`config.mk`:
```
export PLATFORM = sky130hd
export DESIGN_NAME = ice_cmd_top
export DESIGN_NICKNAME = d
export VERILOG_FILES = /design/src/verilog/ice_cmd_pkg.sv /design/src/verilog/spi_msg_rx.sv /design/src/verilog/cmd_exec.sv /design/src/verilog/spi_resp_tx.sv /design/src/verilog/cmd6_mode_capture.sv /design/src/verilog/ice_cmd_top.sv
export SDC_FILE = /design/constraint.sdc
export NUM_CORES = 1
export LEC_CHECK = 0
export ABC_AREA = 1
export BUFFER_PORTS_ARGS = -buffer_cell sky130_fd_sc_hd__buf_4
export CAP_MARGIN = 20
export CELL_PAD_IN_SITES_DETAIL_PLACEMENT = 0
export CELL_PAD_IN_SITES_GLOBAL_PLACEMENT = 1
export CORE_ASPECT_RATIO = 0.9
export CORE_MARGIN = 5
export CORE_UTILIZATION = 50
export CTS_BUF_LIST = sky130_fd_sc_hd__clkbuf_4 sky130_fd_sc_hd__clkbuf_8 sky130_fd_sc_hd__clkbuf_16
export DETAILED_ROUTE_END_ITERATION = 10
export PLACE_DENSITY = 0.87
export SLEW_MARGIN = 10
export SYNTH_ARGS = -nofsm -noshare
export SYNTH_HDL_FRONTEND = slang
export SYNTH_HIERARCHICAL = 1
export SYNTH_SLANG_ARGS = --single-unit
```
`constraint.sdc`:
```
create_clock -name sd_datInWrite_clk -period 3.8 [get_ports sd_datInWrite_clk]
set_input_delay 0.76 -clock sd_datInWrite_clk [delete_from_list [all_inputs] [get_ports sd_datInWrite_clk]]
set_output_delay 0.76 -clock sd_datInWrite_clk [all_outputs]
set_load 0.02 [all_outputs]
```
`src/verilog/ice_cmd_pkg.sv`:
```
// ============================================================
// Command engine shared types
// ============================================================
package ice_cmd_pkg;

    // ============================================================
    // Host link framing
    // ============================================================
    localparam int msg_len      = 64;   // Bits after the start bit
    localparam int resp_len     = 64;   // Bits driven back to the host
    localparam int msg_type_len = 8;
    localparam int msg_arg_len  = msg_len - msg_type_len;

    // Top type bit asks for a response
    localparam int msg_type_resp_bit = 7;

    // Message types understood by the decoder
    typedef enum logic [msg_type_len-1:0] {
        msg_nop     = 8'h00,
        msg_led_set = 8'h02,
        msg_echo    = 8'h81,
        msg_status  = 8'h83
    } msg_type_e;

    // Incoming message, type in the upper byte
    typedef struct packed {
        logic [msg_type_len-1:0] msg_type;
        logic [msg_arg_len-1:0]  arg;
    } spi_msg_t;

    // Outgoing response word, MSB goes out first
    typedef logic [resp_len-1:0] spi_resp_t;

    // ============================================================
    // Board state
    // ============================================================
    typedef logic [3:0] led_t;

    // Layout of the Status answer
    typedef struct packed {
        logic [54:0] zero;          // Always zero
        logic        bad_cmd;       // Sticky, unknown type seen
        led_t        led;
        logic [3:0]  access_mode;   // From the last CMD6 block
    } status_resp_t;

    // ============================================================
    // SD data-in stream
    // ============================================================
    typedef logic [15:0] sd_word_t;

    // Word 8 of the CMD6 status block holds the access mode nibble
    localparam int cmd6_mode_word_idx = 8;
    localparam int cmd6_block_words   = 32;   // 512 bits in 16-bit words

endpackage

```
`src/verilog/spi_msg_rx.sv`:
```
`timescale 1ns/1ps

// Serial message receiver
// A high bit while idle marks the start, then 64 bits MSB first
module spi_msg_rx (
    input  logic                  sd_datInWrite_clk,
    input  logic                  sd_datInWrite_rst_,
    input  logic                  data_in,
    output ice_cmd_pkg::spi_msg_t msg,
    output logic                  msg_valid
);
    import ice_cmd_pkg::*;

    localparam int bit_cnt_w = $clog2(msg_len);

    typedef enum logic [0:0] {
        rx_idle,
        rx_shift
    } rx_state_e;

    rx_state_e              state_q;
    logic [bit_cnt_w-1:0]   bit_cnt_q;  // Bits still to come, minus one
    logic [msg_len-1:0]     shift_q;

    // ============================================================
    // Control
    // ============================================================
    always_ff @(posedge sd_datInWrite_clk or negedge sd_datInWrite_rst_) begin
        if (!sd_datInWrite_rst_) begin
            state_q   <= rx_idle;
            bit_cnt_q <= '0;
            msg_valid <= 1'b0;
        end else begin
            msg_valid <= 1'b0;
            case (state_q)
                rx_idle: begin
                    // Start bit
                    if (data_in) begin
                        bit_cnt_q <= bit_cnt_w'(msg_len - 1);
                        state_q   <= rx_shift;
                    end
                end
                rx_shift: begin
                    if (bit_cnt_q == '0) begin
                        // Last bit goes in this edge
                        msg_valid <= 1'b1;
                        state_q   <= rx_idle;
                    end else begin
                        bit_cnt_q <= bit_cnt_q - bit_cnt_w'(1);
                    end
                end
                default: state_q <= rx_idle;
            endcase
        end
    end

    // ============================================================
    // Shift register
    // ============================================================
    always_ff @(posedge sd_datInWrite_clk) begin
        if (state_q == rx_shift) begin
            shift_q <= {shift_q[msg_len-2:0], data_in};
        end
    end

    // Held stable while idle, so the next start bit does not disturb it
    assign msg = spi_msg_t'(shift_q);

endmodule

```
`src/verilog/cmd_exec.sv`:
```
`timescale 1ns/1ps

// Message decoder and executor
// Owns the LED register and the sticky bad command flag
module cmd_exec (
    input  logic                   sd_datInWrite_clk,
    input  logic                   sd_datInWrite_rst_,
    input  ice_cmd_pkg::spi_msg_t  msg,
    input  logic                   msg_valid,
    input  logic [3:0]             access_mode,
    output ice_cmd_pkg::led_t      led,
    output ice_cmd_pkg::spi_resp_t resp,
    output logic                   resp_load
);
    import ice_cmd_pkg::*;

    msg_type_e      msg_type;
    logic           resp_wanted;
    logic           bad_cmd_q;
    status_resp_t   status_w;

    assign msg_type    = msg_type_e'(msg.msg_type);
    assign resp_wanted = msg.msg_type[msg_type_resp_bit];

    // ============================================================
    // Status word
    // ============================================================
    // Values from before the current message
    always_comb begin
        status_w             = '0;
        status_w.bad_cmd     = bad_cmd_q;
        status_w.led         = led;
        status_w.access_mode = access_mode;
    end

    // ============================================================
    // Control state
    // ============================================================
    always_ff @(posedge sd_datInWrite_clk or negedge sd_datInWrite_rst_) begin
        if (!sd_datInWrite_rst_) begin
            led       <= '0;
            bad_cmd_q <= 1'b0;
            resp_load <= 1'b0;
        end else begin
            resp_load <= 1'b0;
            if (msg_valid) begin
                resp_load <= resp_wanted;   // Any type with bit 7 set answers
                case (msg_type)
                    msg_nop,
                    msg_echo,
                    msg_status: begin
                        // Nothing to change here
                    end
                    msg_led_set: begin
                        led <= msg.arg[3:0];
                    end
                    default: begin
                        bad_cmd_q <= 1'b1;
                    end
                endcase
            end
        end
    end

    // ============================================================
    // Response word
    // ============================================================
    always_ff @(posedge sd_datInWrite_clk) begin
        if (msg_valid) begin
            case (msg_type)
                msg_echo: begin
                    resp <= {{msg_type_len{1'b0}}, msg.arg};
                end
                msg_status: begin
                    resp <= spi_resp_t'(status_w);
                end
                msg_nop,
                msg_led_set: begin
                    resp <= resp;   // No answer, keep last word
                end
                default: begin
                    resp <= '0;     // Unknown type, zeros if answered
                end
            endcase
        end
    end

endmodule

```
`src/verilog/spi_resp_tx.sv`:
```
`timescale 1ns/1ps

// Serial response transmitter
// Waits out the turnaround, then drives 64 bits with data_oe high
module spi_resp_tx #(
    parameter int unsigned turnaround_cycles = 6
) (
    input  logic                   sd_datInWrite_clk,
    input  logic                   sd_datInWrite_rst_,
    input  ice_cmd_pkg::spi_resp_t resp,
    input  logic                   resp_load,
    output logic                   data_out,
    output logic                   data_oe
);
    import ice_cmd_pkg::*;

    // Counter covers both the turnaround and the response bits
    localparam int cnt_w = ($clog2(turnaround_cycles) > $clog2(resp_len)) ?
                           $clog2(turnaround_cycles) : $clog2(resp_len);

    typedef enum logic [1:0] {
        tx_idle,
        tx_turnaround,
        tx_send
    } tx_state_e;

    tx_state_e          state_q;
    logic [cnt_w-1:0]   cnt_q;
    spi_resp_t          shift_q;

    // ============================================================
    // Control
    // ============================================================
    always_ff @(posedge sd_datInWrite_clk or negedge sd_datInWrite_rst_) begin
        if (!sd_datInWrite_rst_) begin
            state_q  <= tx_idle;
            cnt_q    <= '0;
            data_oe  <= 1'b0;
            data_out <= 1'b0;
        end else if (resp_load) begin
            // New response always wins, even mid transfer
            state_q <= tx_turnaround;
            cnt_q   <= cnt_w'(turnaround_cycles - 1);
            data_oe <= 1'b0;
        end else begin
            case (state_q)
                tx_idle: ;
                tx_turnaround: begin
                    if (cnt_q == '0) begin
                        data_oe  <= 1'b1;
                        data_out <= shift_q[resp_len-1];
                        cnt_q    <= cnt_w'(resp_len - 1);
                        state_q  <= tx_send;
                    end else begin
                        cnt_q <= cnt_q - cnt_w'(1);
                    end
                end
                tx_send: begin
                    if (cnt_q == '0) begin
                        data_oe <= 1'b0;    // All 64 bits out
                        state_q <= tx_idle;
                    end else begin
                        data_out <= shift_q[resp_len-1];
                        cnt_q    <= cnt_q - cnt_w'(1);
                    end
                end
                default: state_q <= tx_idle;
            endcase
        end
    end

    // ============================================================
    // Shift register
    // ============================================================
    always_ff @(posedge sd_datInWrite_clk) begin
        if (resp_load) begin
            shift_q <= resp;
        end else if (data_out_advance(state_q, cnt_q)) begin
            shift_q <= {shift_q[resp_len-2:0], 1'b0};
        end
    end

    // True on every edge that moves a bit to data_out
    function automatic logic data_out_advance(tx_state_e state, logic [cnt_w-1:0] cnt);
        logic adv;
        adv = 1'b0;
        if (state == tx_turnaround && cnt == '0) begin
            adv = 1'b1;
        end else if (state == tx_send && cnt != '0) begin
            adv = 1'b1;
        end
        return adv;
    endfunction

endmodule

```
`src/verilog/cmd6_mode_capture.sv`:
```
`timescale 1ns/1ps

// CMD6 access mode capture from the SD data-in word stream
module cmd6_mode_capture (
    input  logic                  sd_datInWrite_clk,
    input  logic                  sd_datInWrite_rst_,
    input  logic                  dat_block_start,
    input  logic                  dat_trigger,
    input  ice_cmd_pkg::sd_word_t dat_data,
    output logic [3:0]            access_mode
);
    import ice_cmd_pkg::*;

    localparam int cnt_w = $clog2(cmd6_block_words + 1);

    logic [cnt_w-1:0] word_cnt_q;   // Words seen in this block
    logic             mode_word;

    assign mode_word = dat_trigger && (word_cnt_q == cnt_w'(cmd6_mode_word_idx));

    // ============================================================
    // Word counter
    // ============================================================
    always_ff @(posedge sd_datInWrite_clk or negedge sd_datInWrite_rst_) begin
        if (!sd_datInWrite_rst_) begin
            word_cnt_q <= '0;
        end else if (dat_block_start) begin
            word_cnt_q <= '0;
        end else if (dat_trigger && word_cnt_q != cnt_w'(cmd6_block_words)) begin
            word_cnt_q <= word_cnt_q + cnt_w'(1);  // Stops at a full block
        end
    end

    // Access mode sits in bits 11..8 of the selected word
    always_ff @(posedge sd_datInWrite_clk or negedge sd_datInWrite_rst_) begin
        if (!sd_datInWrite_rst_) begin
            access_mode <= '0;
        end else if (mode_word) begin
            access_mode <= dat_data[11:8];
        end
    end

endmodule

```
`src/verilog/ice_cmd_top.sv`:
```
`timescale 1ns/1ps

// Command engine top level
// Receiver, executor, transmitter and the CMD6 capture
module ice_cmd_top #(
    parameter int unsigned turnaround_cycles = 6
) (
    input  logic                  sd_datInWrite_clk,
    input  logic                  sd_datInWrite_rst_,

    // Host link
    input  logic                  data_in,
    output logic                  data_out,
    output logic                  data_oe,

    output ice_cmd_pkg::led_t     led,

    // SD data-in stream
    input  logic                  dat_block_start,
    input  logic                  dat_trigger,
    input  ice_cmd_pkg::sd_word_t dat_data
);
    import ice_cmd_pkg::*;

    spi_msg_t   msg;
    logic       msg_valid;
    spi_resp_t  resp;
    logic       resp_load;
    logic [3:0] access_mode;

    // ============================================================
    // Message in
    // ============================================================
    spi_msg_rx spi_msg_rx_i (
        .sd_datInWrite_clk  (sd_datInWrite_clk),
        .sd_datInWrite_rst_ (sd_datInWrite_rst_),
        .data_in            (data_in),
        .msg                (msg),
        .msg_valid          (msg_valid)
    );

    // ============================================================
    // Decode and execute
    // ============================================================
    cmd_exec cmd_exec_i (
        .sd_datInWrite_clk  (sd_datInWrite_clk),
        .sd_datInWrite_rst_ (sd_datInWrite_rst_),
        .msg                (msg),
        .msg_valid          (msg_valid),
        .access_mode        (access_mode),
        .led                (led),
        .resp               (resp),
        .resp_load          (resp_load)
    );

    // ============================================================
    // Response out
    // ============================================================
    spi_resp_tx #(
        .turnaround_cycles  (turnaround_cycles)
    ) spi_resp_tx_i (
        .sd_datInWrite_clk  (sd_datInWrite_clk),
        .sd_datInWrite_rst_ (sd_datInWrite_rst_),
        .resp               (resp),
        .resp_load          (resp_load),
        .data_out           (data_out),
        .data_oe            (data_oe)
    );

    // ============================================================
    // CMD6 access mode
    // ============================================================
    cmd6_mode_capture cmd6_mode_capture_i (
        .sd_datInWrite_clk  (sd_datInWrite_clk),
        .sd_datInWrite_rst_ (sd_datInWrite_rst_),
        .dat_block_start    (dat_block_start),
        .dat_trigger        (dat_trigger),
        .dat_data           (dat_data),
        .access_mode        (access_mode)
    );

endmodule

```
==> key figures <==
Synth
  • Ys Warns: 6
  • Dominant cells by area after synthesis: sky130_fd_sc_hd__edfxtp_1, sky130_fd_sc_hd__nand2_1, sky130_fd_sc_hd__dfrtp_1
  • Top cell type's share of synthesized area: 62.7%
  • Cell type with the highest aggregate area in the netlist: sky130_fd_sc_hd__edfxtp_1
  • Post-synthesis register bit count: 218
  • Number of distinct standard cells referenced by the synthesized netlist: 29
  • Post-Syn Area per Cell: 11.5 um^2
  • Cell area after synthesis: 8820 um^2
  • Sequential cell area fraction in the yosys report: 72.3%
  • Gate count after technology mapping: 768

Routing
  • Remaining antenna violation count: 0
  • Initial drt markers: 308
  • Final Routed Wirelength: 13.7 mm
  • 1st-pass router iterations: 4
  • Vias post-DR: 4970
  • WL/cell: 13.1 um
  • Vias per cell: 4.75
  • DRC violations left: 0

Die
  • Total I/O pin count: 27
  • Core ar.: 17500 um^2
  • Die outline width: 150 um
  • Starting density of the core: 50.4%
  • Die Y: 136 um
  • Std cell rows: 46
  • Die area: 20400 um^2

CTS
  • Post-cts sizing count: 0
  • Hold bufs inserted after CTS: 0
  • Clock tree from TritonCTS: yes
  • Clock buffer count from CTS: 22
  • Maximum level of the CTS H-tree: 1
  • Post-CTS setup buffer count: 0
  • Clock tree root buffer cell: sky130_fd_sc_hd__clkbuf_16
  • Sinks on the clock net: 218
  • Clock Path Buffers: 3
  • Clock-pin slew on the worst setup and hold paths: 0.06 ns
  • Clock latency reported for the late side of the worst-skew pair: 0.49 ns

Pwr
  • VDD IR-drop max: 328 uV
  • LEAKAGE: 4.31 nW
  • Power per Cell Area: 743 nW/um^2

Critical path
  • Data required time of the worst path: 3.94 ns
  • Origin of the critical flop-to-flop path: spi_resp_tx_i/cnt_q[0]$_DFFE_PN0P_
  • Critical-path cell list: inv_1 > ha_1 > nand2_1 > nor2_1 > nand3_1 > nand2_1 > inv_1 > nand2_2 > buf_4
  • Worst Reg-to-Reg Cells: 9
  • Longest individual stage delay on the worst path: 0.40 ns
  • Category of the worst setup path launch point: flip-flop
  • Maximum fanout count along the critical path: 28
  • Worst setup EP type: flip-flop
  • Slowest library cell on the worst path: sky130_fd_sc_hd__buf_4
  • Buffering stage count on the worst path with inverters included: 3
  • Critical path data arrival time: 2.34 ns
  • Gate family responsible for the most delay along the worst path: simple AND/OR/NAND/NOR gates
  • Worst setup path class: reg -> reg
  • Flop-to-flop setup slack: 1.60 ns
  • R2R Path End: spi_resp_tx_i/shift_q[37]$_DFFE_PP_

Timing
  • Worst slew pin tran: 1.03 ns
  • Worst rel slew slack: 31.1%
  • Max Transition Viols Final: 0
  • Setup TNS: 0 ns
  • Worst clock skew: 0.0165 ns
  • Minimum clock period: 2.20 ns
  • Final hold violations: 0
  • Crit share post-route: 57.9%
  • Setup violators final: 0
  • Unrepaired setup endpoints after global routing: no
  • Highest achievable clock rate: 454 MHz

Final layout
  • Nets: 816
  • Layout cell share with drive strength beyond 1: 11.5%
  • Area delta synth->final: 11.5%
  • Number of diodes added for antenna fixing: 0
  • Number of standard cells in the layout, taps in and fillers out: 1046
  • Final standard cell area without fillers: 9840 um^2

Outcome
  • Status: complete, no violations

Hold path
  • Worst min path class: in -> async

Global route
  • Pin count of the biggest net entering global routing: 70
  • Total grt overflow: 0
  • Vias in the first global route: 4907
  • Initial antenna violation count: 0
  • Global-route wire length before repair: 23.8 mm
  • Overall global routing resource usage: 14.2%

Place
  • DP Cell Count: 1006
  • HPWL after detailed placement: 7.84 mm
  • Total of buffers placed on input and output ports: 14
  • Weighted congestion reported at the end of routability-driven placement: 0.788
  • Placed Instance Area: 9110 um^2

Run
  • Max_cap viols: 0
[through the flow]
stage	worst slack (ns)	power, mW	hold WS (ns)	util (%)
6_report	1.60	7.31	0.217	56.2
5_1_grt	1.31	7.77	0.252	56.2
4_1_cts	1.56	7.40	0.221	56.2
3_5_place_dp	1.61	5.24	0.432	52.1
3_3_place_gp	1.61	5.18	0.431	52.1
2_1_floorplan	0.430	4.87	0.426	-
[state kept, by name (all words and copies together), names as in the netlist, 2 cells and up]
| register | flops |
|---|---|
| cmd6_mode_capture_i/access_mode | 4 |
| cmd_exec_i/resp | 56 |
| spi_resp_tx_i/state_q | 2 |
| spi_msg_rx_i/bit_cnt_q | 6 |
| spi_msg_rx_i/msg | 64 |
| spi_resp_tx_i/shift_q | 64 |
| spi_resp_tx_i/cnt_q | 6 |
| cmd_exec_i/led | 4 |
| cmd6_mode_capture_i/word_cnt_q | 6 |
[worst reg2reg max path, cell delays in order (launching register included)]
cell and delay [ns]:
sky130_fd_sc_hd__dfrtp_1 0.37, sky130_fd_sc_hd__inv_1 0.13, sky130_fd_sc_hd__ha_1 0.25, sky130_fd_sc_hd__nand2_1 0.09, sky130_fd_sc_hd__nor2_1 0.12, sky130_fd_sc_hd__nand3_1 0.11, sky130_fd_sc_hd__nand2_1 0.11, sky130_fd_sc_hd__inv_1 0.06
sky130_fd_sc_hd__nand2_2 0.20, sky130_fd_sc_hd__buf_4 0.40
[Yosys cell counts]
library cell	count
sky130_fd_sc_hd__nand2_1	265
sky130_fd_sc_hd__edfxtp_1	184
sky130_fd_sc_hd__inv_1	87
sky130_fd_sc_hd__nor2_1	68
sky130_fd_sc_hd__dfrtp_1	34
sky130_fd_sc_hd__nand3_1	29
sky130_fd_sc_hd__buf_4	11
sky130_fd_sc_hd__o21ai_1	9
sky130_fd_sc_hd__o21ai_0	8
sky130_fd_sc_hd__buf_2	7
sky130_fd_sc_hd__clkbuf_1	7
sky130_fd_sc_hd__nand4_1	7
sky130_fd_sc_hd__o21ai_2	7
sky130_fd_sc_hd__nor2_2	6
sky130_fd_sc_hd__buf_6	5
sky130_fd_sc_hd__ha_1	5
sky130_fd_sc_hd__nand3_2	5
sky130_fd_sc_hd__nand2_4	4
sky130_fd_sc_hd__a21oi_1	3
sky130_fd_sc_hd__inv_2	3
sky130_fd_sc_hd__nand2_2	3
sky130_fd_sc_hd__nor2_4	3
sky130_fd_sc_hd__xor2_1	2
sky130_fd_sc_hd__and2_1	1
sky130_fd_sc_hd__conb_1	1
sky130_fd_sc_hd__nor3_1	1
sky130_fd_sc_hd__nor3_2	1
sky130_fd_sc_hd__nor3b_1	1
sky130_fd_sc_hd__or2_2	1
[how the worst max path moves through the flow]
stage	start	end	slack, ns	depth (start not counted)
after floorplan	spi_msg_rx_i/msg[63]$_DFFE_PP_	cmd_exec_i/resp[0]$_DFFE_PP_	0.43	4
after global placement	spi_resp_tx_i/cnt_q[0]$_DFFE_PN0P_	spi_resp_tx_i/shift_q[26]$_DFFE_PP_	1.61	9
after detailed placement	spi_resp_tx_i/cnt_q[0]$_DFFE_PN0P_	spi_resp_tx_i/shift_q[27]$_DFFE_PP_	1.61	9
after CTS	spi_resp_tx_i/cnt_q[0]$_DFFE_PN0P_	spi_resp_tx_i/shift_q[38]$_DFFE_PP_	1.56	9
after global routing	spi_resp_tx_i/cnt_q[0]$_DFFE_PN0P_	spi_resp_tx_i/shift_q[38]$_DFFE_PP_	1.31	9
final	spi_resp_tx_i/cnt_q[0]$_DFFE_PN0P_	spi_resp_tx_i/shift_q[37]$_DFFE_PP_	1.60	9
[final cells by class]
cell class	instances	area, um^2
fill	1481	7660
sequential	218	6380
multi-input combinational	437	1940
clock buffer	28	613
inverter	90	338
tap	240	300
timing repair buffer	21	158
clock inverter	12	109
[where the power goes]
part / internal, mW / leakage [nW] / switching, mW / total (mW)
sequential: 3.62 / 2.27 / 0.383 / 4.00
clock: 1.28 / 0.355 / 0.842 / 2.12
combinational: 0.372 / 1.69 / 0.815 / 1.19
[layout by cell type (no fill, tap or decap), drive strengths merged]
cell type | netlist | routed
nor2 | 77 | 77
nand4 | 7 | 7
nor3b | 1 | 1
clkbuf | 7 | 28
xor2 | 2 | 2
nand3 | 34 | 34
a21oi | 3 | 3
dfrtp | 34 | 34
clkinvlp | 0 | 2
and2 | 1 | 1
nor3 | 2 | 2
conb | 1 | 8
nand2 | 272 | 272
o21ai | 24 | 24
buf | 23 | 21
inv | 90 | 90
bufinv | 0 | 2
ha | 5 | 5
edfxtp | 184 | 184
clkinv | 0 | 8
or2 | 1 | 1
[metal layers]
metal  track usage, %  wire length, um
met5                0                0
met3             2.27              401
met1             20.0             6670
met2             23.2             6380
met4             3.91              212
[cell families (layout without fill, tap and decap cells)]
logic type                 after synthesis  after routing  synth area share, %
AOI/OAI and AO/OA                       27             27                 1.83
xor gates and xnor gates                 2              2                0.199
adders and majority gates                5              5                0.709
buffers and inverters                  120            151                 6.10
DFF                                    218            218                 72.3
other                                    1              8               0.0425
and+or+nand+nor                        395            395                 18.8
(Power assumes the default switching activity.)
